<file path="src/hw/isaPkg.sv">
// ############################
// ISA of the 16-bit teaching core
// Word types, opcodes and instruction field positions
// ############################
package isaPkg;

    typedef logic [15:0] word_t;                // Data and instruction word
    typedef logic [2:0]  regIdx_t;              // One of eight registers

    // Supported opcodes, anything else decodes as illegal
    typedef enum logic [4:0] {
        HALT  = 5'b00000,
        NOP   = 5'b00001,
        J     = 5'b00100,                       // PC relative, 11-bit displacement
        JR    = 5'b00101,                       // Register based, 8-bit offset
        JAL   = 5'b00110,
        JALR  = 5'b00111,
        ADDI  = 5'b01000,
        SUBI  = 5'b01001,
        XORI  = 5'b01010,
        ANDNI = 5'b01011,
        BEQZ  = 5'b01100,
        BNEZ  = 5'b01101,
        ST    = 5'b10000,
        LD    = 5'b10001,
        SLBI  = 5'b10010,
        STU   = 5'b10011,                       // Store with base update
        LBI   = 5'b11000,
        RFMT  = 5'b11011                        // All register-register ops
    } opcode_e;

    localparam regIdx_t LINK_REG = 3'd7;        // Return address of JAL and JALR

    /*
    Layouts
      J      opc[15:11] disp[10:0]
      I1     opc[15:11] rs[10:8] rd[7:5] imm[4:0]
      I2     opc[15:11] rs[10:8] imm[7:0]
      R      opc[15:11] rs[10:8] rt[7:5] rd[4:2] ext[1:0]
    */
    localparam int OPC_HI  = 15;
    localparam int OPC_LO  = 11;
    localparam int RS_HI   = 10;                // Rs in I1, I2 and R-format
    localparam int RS_LO   = 8;
    localparam int RT_HI   = 7;                 // Rt in R-format, Rd in I1
    localparam int RT_LO   = 5;
    localparam int RD_HI   = 4;                 // Rd of R-format
    localparam int RD_LO   = 2;
    localparam int IMM5_HI = 4;                 // I1 immediate, low end
    localparam int IMM8_HI = 7;                 // I2 immediate, low end
    localparam int DISP_HI = 10;                // J-format displacement

endpackage
</file>
<file path="src/hw/pipePkg.sv">
// ############################
// Pipeline packets around the decode stage
// ############################
package pipePkg;

    import isaPkg::*;

    // Fetched instruction, 32 bits
    typedef struct packed {
        word_t instr;
        word_t pc;
    } fetchPkt_t;

    // Control bundle from the opcode decoder
    typedef struct packed {
        logic regWrite;                         // Writes a register
        logic regDst;                           // Rd from R-format field
        logic i1Fmt;                            // I-format 1 layout
        logic aluSrc;                           // Register based jump
        logic zeroExt;                          // Zero fill the immediate
        logic jump;                             // Any of the four jumps
        logic isStu;                            // STU writes back to Rs
        logic jmpLnk;                           // JAL or JALR
        logic memRead;
        logic memWrite;
        logic illegal;                          // Opcode not in the ISA
    } ctrl_t;

    // Writeback into the register file, 19 bits
    typedef struct packed {
        regIdx_t wrSel;
        word_t   wrData;
    } wbReq_t;

    // Everything execute needs from decode
    typedef struct packed {
        word_t   pc;
        ctrl_t   ctrl;
        word_t   readData1;                     // Rt in R-format, Rd in I1
        word_t   readData2;                     // Rs
        word_t   immVal;
        word_t   jumpDist;
        regIdx_t writeRegOut;
    } decodedOp_t;

endpackage

</file>
<file path="src/hw/decodeTop.sv">
// ############################
// Decode top
// Input register, decode stage, output register
// ############################
`timescale 1ns/1ns

module decodeTop
    import isaPkg::*, pipePkg::*;
(
    input  logic       clk,
    input  logic       rst,
    input  logic       inValid,
    output logic       inReady,
    input  fetchPkt_t  inPkt,
    input  logic       wbValid,
    input  wbReq_t     wbReq,
    output logic       outValid,
    input  logic       outReady,
    output decodedOp_t outOp
);

    localparam int DATA_WIDTH = $bits(word_t);

    logic       midValid;                       // Input register holds an instruction
    logic       midReady;                       // Output register can take it
    fetchPkt_t  midPkt;
    decodedOp_t decOp;

    pipeReg #(.PAYLOAD_T(fetchPkt_t)) inReg (
        .clk      (clk),
        .rst      (rst),
        .inValid  (inValid),
        .inReady  (inReady),
        .inData   (inPkt),
        .outValid (midValid),
        .outReady (midReady),
        .outData  (midPkt)
    );

    decodeStage #(.DATA_WIDTH(DATA_WIDTH)) decode0 (
        .clk     (clk),
        .rst     (rst),
        .pkt     (midPkt),
        .wbValid (wbValid),
        .wbReq   (wbReq),
        .op      (decOp)
    );

    pipeReg #(.PAYLOAD_T(decodedOp_t)) outReg (
        .clk      (clk),
        .rst      (rst),
        .inValid  (midValid),
        .inReady  (midReady),
        .inData   (decOp),
        .outValid (outValid),
        .outReady (outReady),
        .outData  (outOp)
    );

endmodule

</file>
<file path="src/hw/decodeStage.sv">
// ############################
// Decode stage
// Control, operand read, immediates, destination
// ############################
`timescale 1ns/1ns

module decodeStage
    import isaPkg::*, pipePkg::*;
#(
    parameter int DATA_WIDTH = 16
) (
    input  logic       clk,
    input  logic       rst,
    input  fetchPkt_t  pkt,
    input  logic       wbValid,
    input  wbReq_t     wbReq,
    output decodedOp_t op
);

    ctrl_t                 ctrl;
    regIdx_t               rsIdx;
    regIdx_t               rtIdx;
    regIdx_t               rdIdx;
    logic [DATA_WIDTH-1:0] rdData1;
    logic [DATA_WIDTH-1:0] rdData2;

    assign rsIdx = pkt.instr[RS_HI:RS_LO];      // Rs in I1, I2, R-format
    assign rtIdx = pkt.instr[RT_HI:RT_LO];      // Rd in I1, Rt in R-format
    assign rdIdx = pkt.instr[RD_HI:RD_LO];      // R-format destination

    ctrlDecoder ctrlDec (
        .instr (pkt.instr),
        .ctrl  (ctrl)
    );

    // Port 1 reads Rt/Rd1, port 2 reads Rs
    regFileBypass #(.DATA_WIDTH(DATA_WIDTH)) regFile0 (
        .clk     (clk),
        .rst     (rst),
        .rdSel1  (rtIdx),
        .rdSel2  (rsIdx),
        .rdData1 (rdData1),
        .rdData2 (rdData2),
        .wrEn    (wbValid),
        .wrSel   (wbReq.wrSel),
        .wrData  (wbReq.wrData)
    );

    immGen immGen0 (
        .instr    (pkt.instr),
        .ctrl     (ctrl),
        .immVal   (op.immVal),
        .jumpDist (op.jumpDist)
    );

    assign op.pc        = pkt.pc;
    assign op.ctrl      = ctrl;
    assign op.readData1 = rdData1;
    assign op.readData2 = rdData2;

    // Destination priority, link first
    always_comb begin
        if (ctrl.jmpLnk)      op.writeRegOut = LINK_REG;
        else if (ctrl.isStu)  op.writeRegOut = rsIdx;     // Base register update
        else if (ctrl.i1Fmt)  op.writeRegOut = rtIdx;
        else if (ctrl.regDst) op.writeRegOut = rdIdx;
        else                  op.writeRegOut = rsIdx;     // I-format 2
    end

endmodule

</file>
<file path="src/hw/pipeReg.sv">
// ############################
// One-entry valid/ready pipeline register
// ############################
`timescale 1ns/1ns

module pipeReg #(
    parameter type PAYLOAD_T = logic
) (
    input  logic     clk,
    input  logic     rst,
    input  logic     inValid,
    output logic     inReady,
    input  PAYLOAD_T inData,
    output logic     outValid,
    input  logic     outReady,
    output PAYLOAD_T outData
);

    // Free when empty or when the held item leaves this cycle
    assign inReady = !outValid || outReady;

    always_ff @(posedge clk) begin
        if (rst) begin
            outValid <= 1'b0;
        end else if (inReady) begin
            outValid <= inValid;                // Refill or drain
        end
    end

    always_ff @(posedge clk) begin
        if (inValid && inReady) begin
            outData <= inData;                  // Payload only moves on a transfer
        end
    end

    // A stalled item must not change under the consumer
    holdStable: assert property (@(posedge clk) disable iff (rst)
        (outValid && !outReady) |=> (outValid && $stable(outData)))
        else $error("pipeReg: payload changed while stalled");

endmodule

</file>
<file path="src/hw/regFileBypass.sv">
// ############################
// Register file, 8 entries
// Two reads, one write, write-to-read bypass
// ############################
`timescale 1ns/1ns

module regFileBypass
    import isaPkg::*;
#(
    parameter int DATA_WIDTH = 16
) (
    input  logic                  clk,
    input  logic                  rst,
    input  regIdx_t               rdSel1,
    input  regIdx_t               rdSel2,
    output logic [DATA_WIDTH-1:0] rdData1,
    output logic [DATA_WIDTH-1:0] rdData2,
    input  logic                  wrEn,
    input  regIdx_t               wrSel,
    input  logic [DATA_WIDTH-1:0] wrData
);

    localparam int NUM_REGS = 2 ** $bits(regIdx_t);

    logic [DATA_WIDTH-1:0] regs [NUM_REGS];

    always_ff @(posedge clk) begin
        if (rst) begin
            for (int i = 0; i < NUM_REGS; i++) begin
                regs[i] <= '0;                  // All registers start at zero
            end
        end else if (wrEn) begin
            regs[wrSel] <= wrData;
        end
    end

    // Same-cycle write wins over the stored value
    assign rdData1 = (wrEn && (wrSel == rdSel1)) ? wrData : regs[rdSel1];
    assign rdData2 = (wrEn && (wrSel == rdSel2)) ? wrData : regs[rdSel2];

    // An X index would corrupt an unknown register and the bypass compare
    wrSelKnown: assert property (@(posedge clk) disable iff (rst)
        wrEn |-> !$isunknown(wrSel))
        else $error("regFileBypass: write enabled with unknown index");

endmodule

</file>
<file path="src/hw/immGen.sv">
// ############################
// Immediate and jump distance generator
// ############################
`timescale 1ns/1ns

module immGen
    import isaPkg::*, pipePkg::*;
(
    input  word_t instr,
    input  ctrl_t ctrl,
    output word_t immVal,
    output word_t jumpDist
);

    localparam int W = $bits(word_t);

    word_t imm5Sx;
    word_t imm5Zx;
    word_t imm8Sx;
    word_t imm8Zx;
    word_t disp11Sx;
    word_t immSx;
    word_t immZx;

    // Extended forms of each field
    assign imm5Sx   = {{(W-IMM5_HI-1){instr[IMM5_HI]}}, instr[IMM5_HI:0]};
    assign imm5Zx   = {{(W-IMM5_HI-1){1'b0}}, instr[IMM5_HI:0]};
    assign imm8Sx   = {{(W-IMM8_HI-1){instr[IMM8_HI]}}, instr[IMM8_HI:0]};
    assign imm8Zx   = {{(W-IMM8_HI-1){1'b0}}, instr[IMM8_HI:0]};
    assign disp11Sx = {{(W-DISP_HI-1){instr[DISP_HI]}}, instr[DISP_HI:0]};

    // I1 takes the 5-bit field, everything else the 8-bit one
    assign immSx = ctrl.i1Fmt ? imm5Sx : imm8Sx;
    assign immZx = ctrl.i1Fmt ? imm5Zx : imm8Zx;

    assign immVal = ctrl.zeroExt ? immZx : immSx;

    // JR and JALR add an 8-bit offset to Rs
    assign jumpDist = (ctrl.jump && ctrl.aluSrc) ? imm8Sx : disp11Sx;

endmodule

</file>
<file path="src/hw/ctrlDecoder.sv">
// ############################
// Control decoder
// Opcode to control bundle, flags illegal opcodes
// ############################
`timescale 1ns/1ns

module ctrlDecoder
    import isaPkg::*, pipePkg::*;
(
    input  word_t instr,
    output ctrl_t ctrl
);

    opcode_e opcode;

    assign opcode = opcode_e'(instr[OPC_HI:OPC_LO]);

    always_comb begin
        ctrl = '0;                              // Unknown opcodes keep everything clear
        case (opcode)
            HALT, NOP, BEQZ, BNEZ: begin
                ctrl.regWrite = 1'b0;           // Legal, no register or memory effect
            end
            J: begin
                ctrl.jump = 1'b1;
            end
            JR: begin
                ctrl.jump   = 1'b1;
                ctrl.aluSrc = 1'b1;             // Offset from Rs
            end
            JAL: begin
                ctrl.jump     = 1'b1;
                ctrl.jmpLnk   = 1'b1;
                ctrl.regWrite = 1'b1;           // Return address to R7
            end
            JALR: begin
                ctrl.jump     = 1'b1;
                ctrl.aluSrc   = 1'b1;
                ctrl.jmpLnk   = 1'b1;
                ctrl.regWrite = 1'b1;
            end
            ADDI, SUBI: begin
                ctrl.i1Fmt    = 1'b1;
                ctrl.regWrite = 1'b1;
            end
            XORI, ANDNI: begin
                ctrl.i1Fmt    = 1'b1;
                ctrl.regWrite = 1'b1;
                ctrl.zeroExt  = 1'b1;           // Logic ops take unsigned immediates
            end
            ST: begin
                ctrl.i1Fmt    = 1'b1;
                ctrl.memWrite = 1'b1;
            end
            LD: begin
                ctrl.i1Fmt    = 1'b1;
                ctrl.memRead  = 1'b1;
                ctrl.regWrite = 1'b1;
            end
            STU: begin
                ctrl.i1Fmt    = 1'b1;
                ctrl.memWrite = 1'b1;
                ctrl.regWrite = 1'b1;           // Updated base address
                ctrl.isStu    = 1'b1;
            end
            SLBI: begin
                ctrl.regWrite = 1'b1;
                ctrl.zeroExt  = 1'b1;           // Shift then OR in low byte
            end
            LBI: begin
                ctrl.regWrite = 1'b1;
            end
            RFMT: begin
                ctrl.regWrite = 1'b1;
                ctrl.regDst   = 1'b1;
            end
            default: begin
                ctrl.illegal = 1'b1;
            end
        endcase
    end

    // A store and a load in one op would confuse the memory stage
    memExclusive: assert final (!(ctrl.memRead && ctrl.memWrite))
        else $error("ctrlDecoder: memRead and memWrite both set for %b", instr[OPC_HI:OPC_LO]);

endmodule

</file>
<file path="config.mk">
export PLATFORM = sky130hd
export DESIGN_NAME = decodeTop
export DESIGN_NICKNAME = d
export VERILOG_FILES = /design/src/hw/isaPkg.sv /design/src/hw/pipePkg.sv /design/src/hw/decodeTop.sv /design/src/hw/decodeStage.sv /design/src/hw/pipeReg.sv /design/src/hw/regFileBypass.sv /design/src/hw/immGen.sv /design/src/hw/ctrlDecoder.sv
export SDC_FILE = /design/constraint.sdc
export NUM_CORES = 1
export LEC_CHECK = 0
export BUFFER_PORTS_ARGS = -buffer_cell sky130_fd_sc_hd__clkbuf_2
export CAP_MARGIN = 20
export CORE_MARGIN = 4
export CORE_UTILIZATION = 25
export CTS_CLUSTER_DIAMETER = 40
export CTS_CLUSTER_SIZE = 30
export DETAILED_ROUTE_END_ITERATION = 7
export PLACE_DENSITY = 0.49
export SYNTH_ARGS = -nofsm -noshare
export SYNTH_HDL_FRONTEND = slang
export SYNTH_SLANG_ARGS = --single-unit
</file>
<file path="constraint.sdc">
create_clock -name clk -period 6.2 [get_ports clk]
set_input_delay 1.24 -clock clk [delete_from_list [all_inputs] [get_ports clk]]
set_output_delay 1.24 -clock clk [all_outputs]
set_load 0.01 [all_outputs]
</file>
==> impl_results.md <==
* Crit-path most repeated cell: clkbuf_2
* Clock power frac at 0.461
* Peak VDD IR at 0.0001317 V
* # hold bufs at CTS at 0
* Final setup viols at 0
* Post-Syn Instances at 699
* I/O Buffers at 151
* Die H at between 200 and 250 um
* Setup TNS at 0 ns
* GPL Wtd Cong at roughly 0.74
* Clock latency on the worst-skew pair at between 0.5 and 0.6 ns
* Die X at 220.7 um
* Slowest stage delay, CP at ~0.3 ns
* Maximum fanout along the worst path at 4
* Worst-path cell chain: clkbuf_2 -> nor2b_1 -> nand2_1 -> clkbuf_2
* Pwr Total at between 4 and 5 mW
* HPWL after DPL at ~20000 um
* Crit path DAT at 1.88 ns
* Flop pwr share at 0.443
* Final hold viol count at 0
* Initial core utilization at 0.2542
* Lkg Pwr at slightly above 5 nW
* Max-Cap Viols at 0
* Seq/Total Area, Yosys at 0.6432
* Yosys warning total at 0
* Num CTS Buffers at 37
* Status: completed
* CTS tree: built
* Ys flop type: edfxtp_1
* Core area at 44510 um^2
* Total clock sinks at between 200 and 250
* Die area at between 40000 and 50000 um^2
* Vias in the first global route at approximately 6600
* M2 GR Usage at 0.1997
* GR met1 Demand/Resource at 0.1624
* Distinct cells, synth at between 40 and 50
* CTS root buffer: clkbuf_16
* Rel. slew slack at 0.3404
* Global-route wire length before repair at ~44000 um
* Slowest-stage cell, CP: nor2b_1
* DRT Pass-1 Iters at 5
* Switch Pwr at 1.087 mW
* Final ANT Viol Nets at 0
* PostCTS Resize Cnt at 0
* Grt met3 use at 0.02252
* Fmax at around 320 MHz
* Synthesized area at around 11000 um^2
* Final #Nets at about 900
* Total routed wirelength at 29220 um
* Longest Clk Path Bufs at 3
* First-iteration detailed-routing DRC count at just under 400
* Fillcell total at between 4000 and 5000
* Busiest grt layer: met2
* Post-synth EDFFs at 237
* Final worst-path cycle share at 0.5033
* Grt total ovfl at 0
* Top Ports at approximately 150
* CP Capture Type: output pin
* Startpoint types: input pin
* Initial antenna violation count at 1
* Most common library cells after synthesis: edfxtp_1 (237), and2_1 (129), mux4_2 (44)
* Final cell utilization of the core at 0.3089
* Mapped Nets at 755
* Largest net degree at the start of global routing at 67
* Via density per instance at between 4 and 5
* Area Growth Syn to Fin at 21.52%
* Sw Share at 0.2412
* Final worst path period need at about 3.1 ns
* Clk_skew at around 0.023 ns
* DRC viols at 0
* Post-CTS setup buffers at 0
* Data required time of the worst path at 4.96 ns
* Combinational Power Share at 0.095
* Row Count at between 70 and 80
* Yosys reg bits at ~250
* Finished Layout Cells at 1459
* Clk slew on worst S/H paths at 0.07 ns
* Hold slack at about 0.4 ns
* WS Path Type: in -> out
* Final Max Tran Viols at 0
* Power Density at 327.6 nW/um^2
* Synth area leaders: edfxtp_1 (63%), mux4_2 (8.8%), and2_1 (7.1%)
* Share of layout cells above drive strength 1 at 0.3372
* Top-count cell post-synth: edfxtp_1
* Worst Hold Class: reg -> reg
* Gr usage total at 0.1210
* Internal power at approximately 3.4 mW
* H-tree levels at 2
* Transition time of the tightest slew-check pin at 0.9857 ns
* Per-cell routed wire length at 20.03 um
* Post-synth top area share at 0.6291
* Asr flop ratio synth at 0
* Cells after DPL at ~1400
* RSZ-0062 raised after global routing: false
* Avg Cell Area, Syn at around 16 um^2
* Routed via count at roughly 6400
* Synth area leader: edfxtp_1
worst max-delay path, delay by kind of cell:
| family | cells | cell delay (ns) |
|---|---|---|
| buffers and inverters | 2 | 0.22 |
| and+or+nand+nor | 2 | 0.42 |
state kept, by name (all words and copies together) (netlist names), named ones only:
name,cells
decode0.regFile0.regs,128
inReg.outData,32
inReg.outValid,1
outReg.outData,77
outReg.outValid,1
layer usage:
metal / up-vias / wire length, um
li1: 2963 / -
met1: 3252 / 12850
met2: 155 / 14310
met3: 42 / 1344
met4: 2 / 697
met5: - / 13
logic make-up (layout without fill, tap and decap cells):
kind of cell / Yosys count / count (layout) / synth area share
buffers and inverters: 63 / 230 / 0.03550
DFF: 245 / 245 / 0.6432
AOI/OAI and AO/OA: 59 / 59 / 0.03074
xor gates and xnor gates: 7 / 7 / 0.005419
and+or+nand+nor: 219 / 219 / 0.1133
other: 0 / 1 / 0
muxes: 106 / 106 / 0.1719
per-stage QoR:
step | setup WS, ns | area, um^2
global route | 3.054 | 13750
CTS | 3.072 | 13750
global placement | 2.789 | 12510
finish | 3.079 | 13750
floorplan | 0.9408 | 11310
detailed placement | 2.731 | 12510
worst paths after layout:
path / slack (ns) / start / cells after the start / endpoint
setup / recovery: 3.08 / outReady / 4 / inReady
hold / removal: 0.41 / inReg.outData[10] / 0 / outReg.outData[88]
setup reg to reg: 3.98 / register / 4 / outReg.outData[58]
hold reg to reg: 0.41 / inReg.outData[10] / 0 / outReg.outData[88]
cells in the final DEF (no fill, tap or decap), types with 6 or more instances in the layout:
cell type / n
xnor2_1: 6
nand2_1: 13
and2_1: 129
mux4_1: 20
clkbuf_16: 37
clkbuf_2: 151
mux2_2: 6
dfxtp_1: 6
nand2b_1: 6
mux4_2: 44
or2_2: 8
edfxtp_1: 237
a21oi_1: 36
buf_4: 10
nor2_1: 39
clkinv_2: 7
mux2i_1: 36
power groups by stage:
stage	Combinational [mW]	Sequential, mW	Clock, mW
6_report	0.430	2.00	2.08
5_1_grt	0.468	2.01	2.21
4_1_cts	0.437	2.00	2.13
3_5_place_dp	0.436	2.03	0
3_3_place_gp	0.436	2.03	0
2_1_floorplan	0.276	2.02	0
cell type report:
type	instances	area, um^2	share of cell area
multi-input combinational	391	3642	0.2649
inverter	5	18.77	0.001365
clock buffer	38	929.6	0.06762
clock inverter	26	304.0	0.02212
antenna	1	2.502	0.0001820
sequential	245	7279	0.5295
tap	592	740.7	0.05388
timing repair buffer	161	830.8	0.06043
Power figures use the tool's default switching activity.
